==> src/source/hsid_pkg.sv <==
package hsid_pkg;

  localparam int WORD_WIDTH     = 32;  // One element word
  localparam int DATA_WIDTH     = 16;  // One band sample, two per word
  localparam int DATA_WIDTH_MUL = 32;  // Squared difference
  localparam int DATA_WIDTH_ACC = 48;  // Channel accumulator
  localparam int REF_WIDTH      = 12;  // Library index

  // One input element, pixel word a against library word b
  typedef struct packed {
    logic                  valid;    // Element present this cycle
    logic                  start;    // First element of a library vector
    logic                  last;     // Last element of a library vector
    logic [REF_WIDTH-1:0]  ref_idx;  // Library index of the vector
    logic [WORD_WIDTH-1:0] a;        // Pixel word
    logic [WORD_WIDTH-1:0] b;        // Library word
  } hsid_element_t;

  // Sum of squared differences of one channel
  typedef struct packed {
    logic                      valid;    // Sum complete
    logic                      last;     // Sum closes a vector
    logic [REF_WIDTH-1:0]      ref_idx;  // Library index of the sum
    logic [DATA_WIDTH_ACC-1:0] value;    // Running sum
  } hsid_acc_t;

  // Scaled score of one library vector
  typedef struct packed {
    logic                  valid;    // One-cycle strobe
    logic [REF_WIDTH-1:0]  ref_idx;  // Library index
    logic [WORD_WIDTH-1:0] value;    // MSE approximation
  } hsid_mse_t;

  // Best library entry of one pass
  typedef struct packed {
    logic                  valid;    // One-cycle strobe after the pass
    logic [REF_WIDTH-1:0]  ref_idx;  // Index of the lowest MSE
    logic [WORD_WIDTH-1:0] value;    // Lowest MSE
  } hsid_match_t;

endpackage

==> src/source/hsid_sq_df_acc.sv <==
`timescale 1ns/1ns

module hsid_sq_df_acc import hsid_pkg::*; (
  input  logic                  clk,
  input  logic                  rst_n,
  input  logic                  in_valid,  // Sample pair present
  input  logic                  in_start,  // First band of a vector
  input  logic                  in_last,   // Last band of a vector
  input  logic [REF_WIDTH-1:0]  in_ref,    // Library index
  input  logic [DATA_WIDTH-1:0] in_a,      // Pixel sample
  input  logic [DATA_WIDTH-1:0] in_b,      // Library sample
  output hsid_acc_t             acc        // Sum, valid on last band only
);

  // Difference stage
  logic                         s1_valid, s1_start, s1_last;
  logic [REF_WIDTH-1:0]         s1_ref;
  logic signed [DATA_WIDTH:0]   s1_diff;  // One bit wider, samples are unsigned

  // Square stage
  logic                         s2_valid, s2_start, s2_last;
  logic [REF_WIDTH-1:0]         s2_ref;
  logic [DATA_WIDTH_MUL-1:0]    s2_sq;

  // Accumulate stage
  logic                         acc_valid_q, acc_last_q;
  logic [REF_WIDTH-1:0]         acc_ref_q;
  logic [DATA_WIDTH_ACC-1:0]    acc_sum_q;

  logic signed [2*DATA_WIDTH+1:0] sq_full;  // Full signed product
  logic [DATA_WIDTH_ACC-1:0]      sq_ext;   // Square widened to the accumulator

  assign sq_full = s1_diff * s1_diff;  // Never exceeds 32 bits unsigned
  assign sq_ext  = {{(DATA_WIDTH_ACC-DATA_WIDTH_MUL){1'b0}}, s2_sq};

  always_ff @(posedge clk or negedge rst_n) begin
    if (!rst_n) begin
      s1_valid    <= 1'b0;
      s1_start    <= 1'b0;
      s1_last     <= 1'b0;
      s2_valid    <= 1'b0;
      s2_start    <= 1'b0;
      s2_last     <= 1'b0;
      acc_valid_q <= 1'b0;
      acc_last_q  <= 1'b0;
    end else begin
      s1_valid    <= in_valid;
      s1_start    <= in_start;
      s1_last     <= in_last;
      s2_valid    <= s1_valid;
      s2_start    <= s1_start;
      s2_last     <= s1_last;
      acc_valid_q <= s2_valid && s2_last;  // Strobe only when the vector closes
      acc_last_q  <= s2_last;              // Stage flag as carried
    end
  end

  always_ff @(posedge clk) begin
    if (in_valid) begin
      s1_ref  <= in_ref;
      s1_diff <= $signed({1'b0, in_a}) - $signed({1'b0, in_b});  // Signed a - b
    end
    if (s1_valid) begin
      s2_ref <= s1_ref;
      s2_sq  <= sq_full[DATA_WIDTH_MUL-1:0];
    end
    if (s2_valid) begin
      acc_ref_q <= s2_ref;
      if (s2_start)
        acc_sum_q <= sq_ext;  // Start band loads, drops the previous vector
      else
        acc_sum_q <= acc_sum_q + sq_ext;
    end
  end

  assign acc.valid   = acc_valid_q;
  assign acc.last    = acc_last_q;
  assign acc.ref_idx = acc_ref_q;
  assign acc.value   = acc_sum_q;

  // Last flag only ever leaves together with a valid sum
  a_last_has_valid: assert property (
    @(posedge clk) disable iff (!rst_n) acc.last |-> acc.valid
  );

endmodule

==> src/source/hsid_mse_reg.sv <==
`timescale 1ns/1ns

module hsid_mse_reg import hsid_pkg::*; #(
  parameter int HSI_BANDS = 254  // Bands per library vector
) (
  input  logic          clk,
  input  logic          rst_n,
  input  hsid_element_t element,  // One element per cycle
  output hsid_mse_t     mse       // Score per library vector
);

  localparam int BAND_SHIFT = $clog2(HSI_BANDS);  // Power-of-two mean

  // Input register
  logic                  el_valid_q, el_start_q, el_last_q;
  logic [REF_WIDTH-1:0]  el_ref_q;
  logic [WORD_WIDTH-1:0] el_a_q, el_b_q;

  // Channel results, lower and upper half of the word
  hsid_acc_t ch1_acc, ch2_acc;

  // Sum stage
  logic                  sum_valid_q;
  logic [REF_WIDTH-1:0]  sum_ref_q;
  logic [DATA_WIDTH_ACC:0] sum_value_q;  // One bit above the accumulator

  // Scale stage
  logic                  mse_valid_q;
  logic [REF_WIDTH-1:0]  mse_ref_q;
  logic [WORD_WIDTH-1:0] mse_value_q;

  logic                    sum_en;
  logic [DATA_WIDTH_ACC:0] sum_shifted;

  assign sum_en      = ch1_acc.valid && ch2_acc.valid;
  assign sum_shifted = sum_value_q >> BAND_SHIFT;  // Divide by band count, rounded up to 2^n

  always_ff @(posedge clk or negedge rst_n) begin
    if (!rst_n) begin
      el_valid_q  <= 1'b0;
      el_start_q  <= 1'b0;
      el_last_q   <= 1'b0;
      sum_valid_q <= 1'b0;
      mse_valid_q <= 1'b0;
    end else begin
      el_valid_q  <= element.valid;
      el_start_q  <= element.valid && element.start;  // Flags count only with valid
      el_last_q   <= element.valid && element.last;
      sum_valid_q <= sum_en;
      mse_valid_q <= sum_valid_q;
    end
  end

  always_ff @(posedge clk) begin
    if (element.valid) begin
      el_ref_q <= element.ref_idx;
      el_a_q   <= element.a;
      el_b_q   <= element.b;
    end
    if (sum_en) begin
      sum_ref_q   <= ch1_acc.ref_idx;
      sum_value_q <= {1'b0, ch1_acc.value} + {1'b0, ch2_acc.value};
    end
    if (sum_valid_q) begin
      mse_ref_q   <= sum_ref_q;
      mse_value_q <= sum_shifted[WORD_WIDTH-1:0];  // Truncate to the word
    end
  end

  // Lower band of each word
  hsid_sq_df_acc channel_1 (
    .clk      (clk),
    .rst_n    (rst_n),
    .in_valid (el_valid_q),
    .in_start (el_start_q),
    .in_last  (el_last_q),
    .in_ref   (el_ref_q),
    .in_a     (el_a_q[DATA_WIDTH-1:0]),
    .in_b     (el_b_q[DATA_WIDTH-1:0]),
    .acc      (ch1_acc)
  );

  // Upper band of each word
  hsid_sq_df_acc channel_2 (
    .clk      (clk),
    .rst_n    (rst_n),
    .in_valid (el_valid_q),
    .in_start (el_start_q),
    .in_last  (el_last_q),
    .in_ref   (el_ref_q),
    .in_a     (el_a_q[WORD_WIDTH-1:DATA_WIDTH]),
    .in_b     (el_b_q[WORD_WIDTH-1:DATA_WIDTH]),
    .acc      (ch2_acc)
  );

  assign mse.valid   = mse_valid_q;
  assign mse.ref_idx = mse_ref_q;
  assign mse.value   = mse_value_q;

  // Both channels share one pipeline, so their sums must line up
  a_channels_aligned: assert property (
    @(posedge clk) disable iff (!rst_n)
      (ch1_acc.valid || ch2_acc.valid) |->
        (ch1_acc.valid && ch2_acc.valid && (ch1_acc.ref_idx == ch2_acc.ref_idx))
  );

endmodule

==> src/source/hsid_min_tracker.sv <==
`timescale 1ns/1ns

module hsid_min_tracker import hsid_pkg::*; #(
  parameter int HSI_LIBRARY_SIZE = 4095  // Library vectors per pass
) (
  input  logic        clk,
  input  logic        rst_n,
  input  hsid_mse_t   mse,    // One score per library vector
  output hsid_match_t match   // Best entry, once per pass
);

  localparam logic [REF_WIDTH-1:0] LAST_REF = REF_WIDTH'(HSI_LIBRARY_SIZE - 1);

  logic                  pass_active_q;  // Between ref 0 and the last ref
  logic [REF_WIDTH-1:0]  last_ref_q;     // Ref of the previous score
  logic [REF_WIDTH-1:0]  best_ref_q;
  logic [WORD_WIDTH-1:0] best_value_q;

  logic                  match_valid_q;
  logic [REF_WIDTH-1:0]  match_ref_q;
  logic [WORD_WIDTH-1:0] match_value_q;

  logic first_ref, final_ref, take_new;

  assign first_ref = (mse.ref_idx == '0);
  assign final_ref = (mse.ref_idx == LAST_REF);
  // Strictly lower wins, so a tie keeps the lower index
  assign take_new  = first_ref || (pass_active_q && (mse.value < best_value_q));

  always_ff @(posedge clk or negedge rst_n) begin
    if (!rst_n) begin
      pass_active_q <= 1'b0;
      match_valid_q <= 1'b0;
    end else begin
      match_valid_q <= mse.valid && final_ref;  // One-cycle strobe
      if (mse.valid) begin
        if (final_ref)
          pass_active_q <= 1'b0;  // Pass closed
        else if (first_ref)
          pass_active_q <= 1'b1;  // Fresh pass
      end
    end
  end

  always_ff @(posedge clk) begin
    if (mse.valid) begin
      last_ref_q <= mse.ref_idx;
      if (take_new) begin
        best_ref_q   <= mse.ref_idx;
        best_value_q <= mse.value;
      end
      if (final_ref) begin
        // Final entry takes part in the choice
        match_ref_q   <= take_new ? mse.ref_idx : best_ref_q;
        match_value_q <= take_new ? mse.value : best_value_q;
      end
    end
  end

  assign match.valid   = match_valid_q;
  assign match.ref_idx = match_ref_q;
  assign match.value   = match_value_q;

  // Scores of one pass arrive in library order without gaps
  a_ref_in_order: assert property (
    @(posedge clk) disable iff (!rst_n)
      (mse.valid && !first_ref) |->
        (pass_active_q && (mse.ref_idx == last_ref_q + 1'b1))
  );

endmodule

==> src/source/hsid_top.sv <==
`timescale 1ns/1ns

module hsid_top import hsid_pkg::*; #(
  parameter int HSI_BANDS        = 254,   // Bands per library vector
  parameter int HSI_LIBRARY_SIZE = 4095   // Library vectors per pass
) (
  input  logic          clk,
  input  logic          rst_n,
  input  hsid_element_t element,  // Pixel and library words
  output hsid_mse_t     mse,      // Score per library vector
  output hsid_match_t   match     // Best entry of the pass
);

  hsid_mse_t mse_int;  // Score feeding the tracker and the output

  // Square differences, channel sums and scaling
  hsid_mse_reg #(
    .HSI_BANDS (HSI_BANDS)
  ) u_mse_reg (
    .clk     (clk),
    .rst_n   (rst_n),
    .element (element),
    .mse     (mse_int)
  );

  // Lowest score across the library
  hsid_min_tracker #(
    .HSI_LIBRARY_SIZE (HSI_LIBRARY_SIZE)
  ) u_min_tracker (
    .clk   (clk),
    .rst_n (rst_n),
    .mse   (mse_int),
    .match (match)
  );

  assign mse = mse_int;

endmodule

==> config.mk <==
export PLATFORM = sky130hd
export DESIGN_NAME = hsid_top
export DESIGN_NICKNAME = d
export VERILOG_FILES = /design/src/source/hsid_pkg.sv /design/src/source/hsid_sq_df_acc.sv /design/src/source/hsid_mse_reg.sv /design/src/source/hsid_min_tracker.sv /design/src/source/hsid_top.sv
export SDC_FILE = /design/constraint.sdc
export NUM_CORES = 2
export LEC_CHECK = 0
export BUFFER_PORTS_ARGS = -buffer_cell sky130_fd_sc_hd__buf_2
export CAP_MARGIN = 20
export CORE_MARGIN = 2
export CORE_UTILIZATION = 40
export CTS_CLUSTER_SIZE = 8
export DETAILED_ROUTE_END_ITERATION = 16
export SETUP_SLACK_MARGIN = 0.5
export SLEW_MARGIN = 10
export SYNTH_ARGS = -nofsm -noshare
export SYNTH_HDL_FRONTEND = slang
export SYNTH_SLANG_ARGS = --single-unit
==> constraint.sdc <==
create_clock -name clk -period 19.1 [get_ports clk]
set_clock_uncertainty 0.1 [all_clocks]
set_input_delay 0.955 -clock clk [delete_from_list [all_inputs] [get_ports clk]]
set_output_delay 0.955 -clock clk [all_outputs]
set_load 0.1 [all_outputs]
; ---- Yosys cells after proc, flatten, opt, wreduce, memory -nomap -nowiden
; Index checks and enable logic that the tools add are counted.
[classes]
add_sub_neg = 5
mul = 2
magnitude_cmp = 1
eq_ne = 1
n_mux = 6
reduce_logical = 10
[op_table]
columns = op, count
row1 = $add A48 B32 Y48, 2
row2 = $mux W32, 3
row3 = $mul A17 B17 Y32, 2
row4 = $add A40 B40 Y40, 1
row5 = $sub A16 B16 Y17, 2
row6 = $lt A32 B32 Y1, 1
row7 = $eq A12 B12 Y1 const B, 1
row8 = $logic_not A12 Y1, 1
row9 = $mux W12, 1
row10 = $logic_and A1 B1 Y1, 5
row11 = $reduce_and A2 Y1, 2
row12 = $mux W1, 2
row13 = $reduce_bool A2 Y1, 1
row14 = $logic_or A1 B1 Y1, 1
[word_totals]
reg_bits = 504
input_bits = 81
output_inout_bits = 90
word_cells = 61

; ---- Longest topological paths before layout
[depth]
depth_word = 4
depth_mapped = 24
mapped_depth_nobuf = 24

; ---- Modules after synthesis
; A second synthesis with hierarchy kept.
[hier_totals]
hier_cells = 4095
hier_area_um2 = 45269.7
[by_module_without_submodules]
columns = mod, n_inst, cells_each, area_each_um2, seq_area_each_um2
row1 = hsid_sq_df_acc at u_mse_reg.channel_1, 1, 1656, 16852.4, 4164.0
row2 = hsid_sq_df_acc at u_mse_reg.channel_2, 1, 1678, 16801.1, 4164.0
row3 = hsid_mse_reg, 1, 499, 7345.8, 5049.8
row4 = hsid_min_tracker, 1, 262, 4270.3, 2692.6

; ---- Worst setup path after synthesis
; OpenSTA, ideal clock, no wires.
[synth_path]
path_type = register to register
startpoint = register u_mse_reg.channel_2.s1_diff[5]
endpoint = register u_mse_reg.channel_2.s2_sq[31] (data pin)
setup_ns = 0.260
arrival_time_ns = 6.275
required_time_ns = 18.740
slack_ns = 12.465
stages_incl_launch_ff = 25
path_buffers = 2
period_less_slack_ns = 6.635
path_cell_list = edfxtp_1 clkbuf_1 clkbuf_1 nand2_1 fa_1 inv_1 fa_1 inv_1 fa_1 inv_1 fa_1 fa_1 inv_1 fa_1 inv_1 ha_1 a21o_1 a21o_1 a21oi_1 nor2b_1 a211oi_1 o221ai_1 a21o_1 a21oi_1 xnor2_1
[synth_via]
elab_chain_len = 1
[synth_lines]
columns = item, line_no
row1 = from (decl), hsid_sq_df_acc.sv:18  ; logic signed [DATA_WIDTH:0] s1_diff;
row2 = from (signal assigned), hsid_sq_df_acc.sv:61  ; s1_diff <= $signed({1'b0, in_a}) - $signed({1'b0, in_b});
row3 = $mul A17 B17 Y32, hsid_sq_df_acc.sv:33  ; assign sq_full = s1_diff * s1_diff;
row4 = named net u_mse_reg.channel_2.sq_full[31], hsid_sq_df_acc.sv:30  ; logic signed [2*DATA_WIDTH+1:0] sq_full;
row5 = to (signal assigned), hsid_sq_df_acc.sv:65  ; s2_sq <= sq_full[DATA_WIDTH_MUL-1:0];
row6 = to (decl), hsid_sq_df_acc.sv:23  ; logic [DATA_WIDTH_MUL-1:0] s2_sq;
; The timed path passes the listed nets, and every way through them passes these cells.
; A chain may end at the register's enable or synchronous reset.

; ---- Worst setup path in the final report
; Ends and elaborated chain as after synthesis.

==> key figures <==
Clocking
  – H-tree Lvls: 3
  – Total CTS buffers: 71
  – Clk buf depth: 3
  – # Post-CTS Setup Buffers: 0
  – Root Driver: clkbuf_16
  – CTS tree: built
  – Clk_lat worst skew: 640 ps
  – Clock Sinks: 478
  – Clock-pin slew on the worst setup and hold paths: 50 ps
  – # hold bufs at CTS: 0
  – PostCTS Resize Cnt: 0

Yosys
  – Post-synthesis sequential area ratio: 34.0%
  – Synth top area cells: edfxtp_1, fa_1, ha_1
  – Post-synth ARST share: 2.93%
  – Post-synth EDFFs: 464
  – Synth Register Bits: 478
  – Syn Area/Cell: 11.0 µm²
  – Net Count, Synth: 4738
  – Netlist Area Pre-Place: 42000 µm²
  – Count of different cell masters after synthesis: 87
  – Synthesis Warnings: 0
  – Synth Flop Type: edfxtp_1
  – Synthesized netlist cell count: 3807
  – Area leader, netlist: edfxtp_1
  – Synth top area share: 33.2%

Die
  – Die W: 328 µm
  – # IOs: 171
  – Initial Util: 40.4%
  – # rows: 118
  – Die Y: 328 µm
  – Total die area: 108000 µm²
  – Core ar.: 104000 µm²

Worst setup path
  – Critical Path Sink Type: flip-flop
  – Crit-path max FO: 19
  – Crit path DAT: 7380 ps
  – Worst setup path class: reg2reg
  – Worst R2R Setup Slack: 11990 ps
  – Startpoint Class: flip-flop
  – Critical Path RT: 19370 ps

Layout
  – # diodes: 0
  – Fin area: 46500 µm²
  – Share of layout cells above drive strength 1: 8.55%
  – Nets: 4907
  – Sequential Area: 14300 µm²
  – Layout area overhead: 10.7%
  – Fillers: 9693
  – Multi-input gate area: 24500 µm²

Detailed routing
  – Drt total wl: 85.6 mm
  – Via count: 26399
  – DRT Pass-1 Iters: 5
  – 1st-iter DRT viols: 1360
  – Via/cell ratio: 4.90
  – Residual DRC: 0
  – Drt wl/cell: 15.9 µm
  – ANT nets after route: 0

STA
  – Max_slew headroom: 27.8%
  – Setup Total Neg Slack: 0 ps
  – Final period utilization: 37.2%
  – Final Hold Viols: 0
  – Final setup violation count: 0
  – Fin. max-slew vios: 0
  – RSZ-0062 raised after global routing: false
  – Worst Max-Slew Pin Slew: 1080 ps
  – FMAX: 141 MHz
  – Post-layout min period: 7110 ps

GRT
  – GRT Total Usage: 16.5%
  – Vias in the first global route: 27430
  – Initial antenna violation count: 0
  – First-pass GRT wire length: 143 mm
  – GRT overflow: 0
  – Largest net degree at the start of global routing: 82

Place
  – Routability Congestion: 0.872
  – Placed cell area: 44300 µm²
  – Final HPWL DP: 68.0 mm
  – Port bufs: 170

Flow run
  – Max Cap Violations: 0

Hold path
  – Hold WC Path Type: in2async

Outcome
  – Status: completed
## layer usage
metal / vias to the layer above / GRT usage (%) / wire length (µm)
li1: 12874 / - / -
met1: 12899 / 22.9 / 40200
met4: 0 / 3.55 / 1560
met5: - / 0 / 0
met3: 112 / 2.48 / 3670
met2: 514 / 27.4 / 40200
## logic make-up (layout without fill, tap and decap cells)
kind of cell	count (synthesis)	after routing	share of synthesized area (%)
buffers and inverters	838	1043	7.52
AO/OA/AOI/OAI	562	562	8.81
flip-flops	478	478	34.0
XOR/XNOR	204	204	4.26
multiplexers	38	38	1.02
adder cells (fa/ha/maj)	850	850	34.5
AND/OR/NAND/NOR	837	837	9.83
## cell type report
| type | instances | share of cell area [%] |
|---|---|---|
| Clock inverter | 10 | 0.525 |
| Inverter | 755 | 6.10 |
| Tap cell | 1380 | 3.72 |
| Clock buffer | 99 | 4.05 |
| Multi-Input combinational cell | 2491 | 52.8 |
| Timing Repair Buffer | 179 | 2.01 |
| Sequential cell | 478 | 30.8 |
## through the flow
step / worst slack, ps / cells / utilization [%] / hold slack, ps
2_1_floorplan: 12470 / 3807 / - / 231
3_3_place_gp: 12080 / 5282 / 42.7 / 232
3_5_place_dp: 11980 / 5282 / 42.7 / 235
4_1_cts: 11980 / 5391 / 44.7 / 101
5_1_grt: 11510 / 5392 / 44.8 / 115
6_report: 11990 / 5392 / 44.8 / 141
## worst max-delay path: stages (launching register included)
cell and delay (ps):
edfxtp_1 820, nand2_1 170, fa_1 620, inv_1 80, fa_1 500, inv_1 50, fa_1 470, inv_1 50
fa_1 500, fa_1 540, inv_1 50, fa_1 520, inv_1 40, ha_1 350, a21o_1 170, a21o_1 160
a21oi_1 230, nor2b_1 90, a211oi_1 570, o221ai_1 280, a21o_1 210, a21oi_1 160, xnor2_1 100
## synthesized netlist by cell type, drive strengths merged, types with 51 or more instances
library cell / n
xor2: 71
and2: 122
xnor2: 133
a21o: 97
edfxtp: 464
clkbuf: 77
a21oi: 128
ha: 337
nor2: 148
nor2b: 51
nand2: 284
fa: 513
o21ai: 147
inv: 755
## worst paths after layout
kind | from | endpoint | cells past startpoint
worst max-delay path | u_mse_reg.channel_2.s1_diff[5]$_DFFE_PP_ | u_mse_reg.channel_2.s2_sq[31]$_DFFE_PP_ | 22
worst min-delay path | rst_n | u_min_tracker.match_valid_q$_DFF_PN0_ | 1
worst max register to register | u_mse_reg.channel_2.s1_diff[5]$_DFFE_PP_ | u_mse_reg.channel_2.s2_sq[31]$_DFFE_PP_ | 22
worst min register to register | u_mse_reg.channel_1.s1_start$_DFF_PN0_ | u_mse_reg.channel_1.s2_start$_DFF_PN0_ | 0
max in group asynchronous | rst_n | u_mse_reg.channel_1.s2_start$_DFF_PN0_ | 1
min in group clk | u_mse_reg.channel_1.s1_start$_DFF_PN0_ | u_mse_reg.channel_1.s2_start$_DFF_PN0_ | 0
## cell usage in the layout, fill, tap and decap left out, types with 8 or more instances in the layout
cell       instances
a2111oi_0          8
a211oi_1          16
a21o_1            95
a21oi_1          126
a31oi_1           18
and2_1           122
and3_1            27
buf_2            169
buf_4              9
clkbuf_1          28
clkbuf_16         71
edfxtp_1         464
fa_1             513
ha_1             337
inv_1            755
mux2_2            38
nand2_1          283
nand2b_1          38
nand3_1           50
nand4_1           14
nor2_1           148
nor2b_1           51
nor3_1            35
nor4_1             8
o211ai_1          15
o21a_1            26
o21ai_0          140
o21bai_1          16
or2_2              8
or3_1             18
xnor2_1          133
xor2_1            71
## state kept, by name, summed over array words and instances, names as in the netlist, 17 cells and up
name / flops
u_min_tracker.match_value_q: 32
u_mse_reg.channel_1.s2_sq: 31
u_min_tracker.best_value_q: 32
u_mse_reg.channel_1.s1_diff: 17
u_mse_reg.sum_value_q: 32
u_mse_reg.el_a_q: 32
u_mse_reg.mse_value_q: 32
u_mse_reg.channel_2.s1_diff: 17
u_mse_reg.channel_1.acc_sum_q: 40
u_mse_reg.el_b_q: 32
u_mse_reg.channel_2.acc_sum_q: 40
u_mse_reg.channel_2.s2_sq: 31
Power is left out: the tool's default activity adds up to more than one toggle a clock period on the data nets, which glitch-free logic cannot reach.
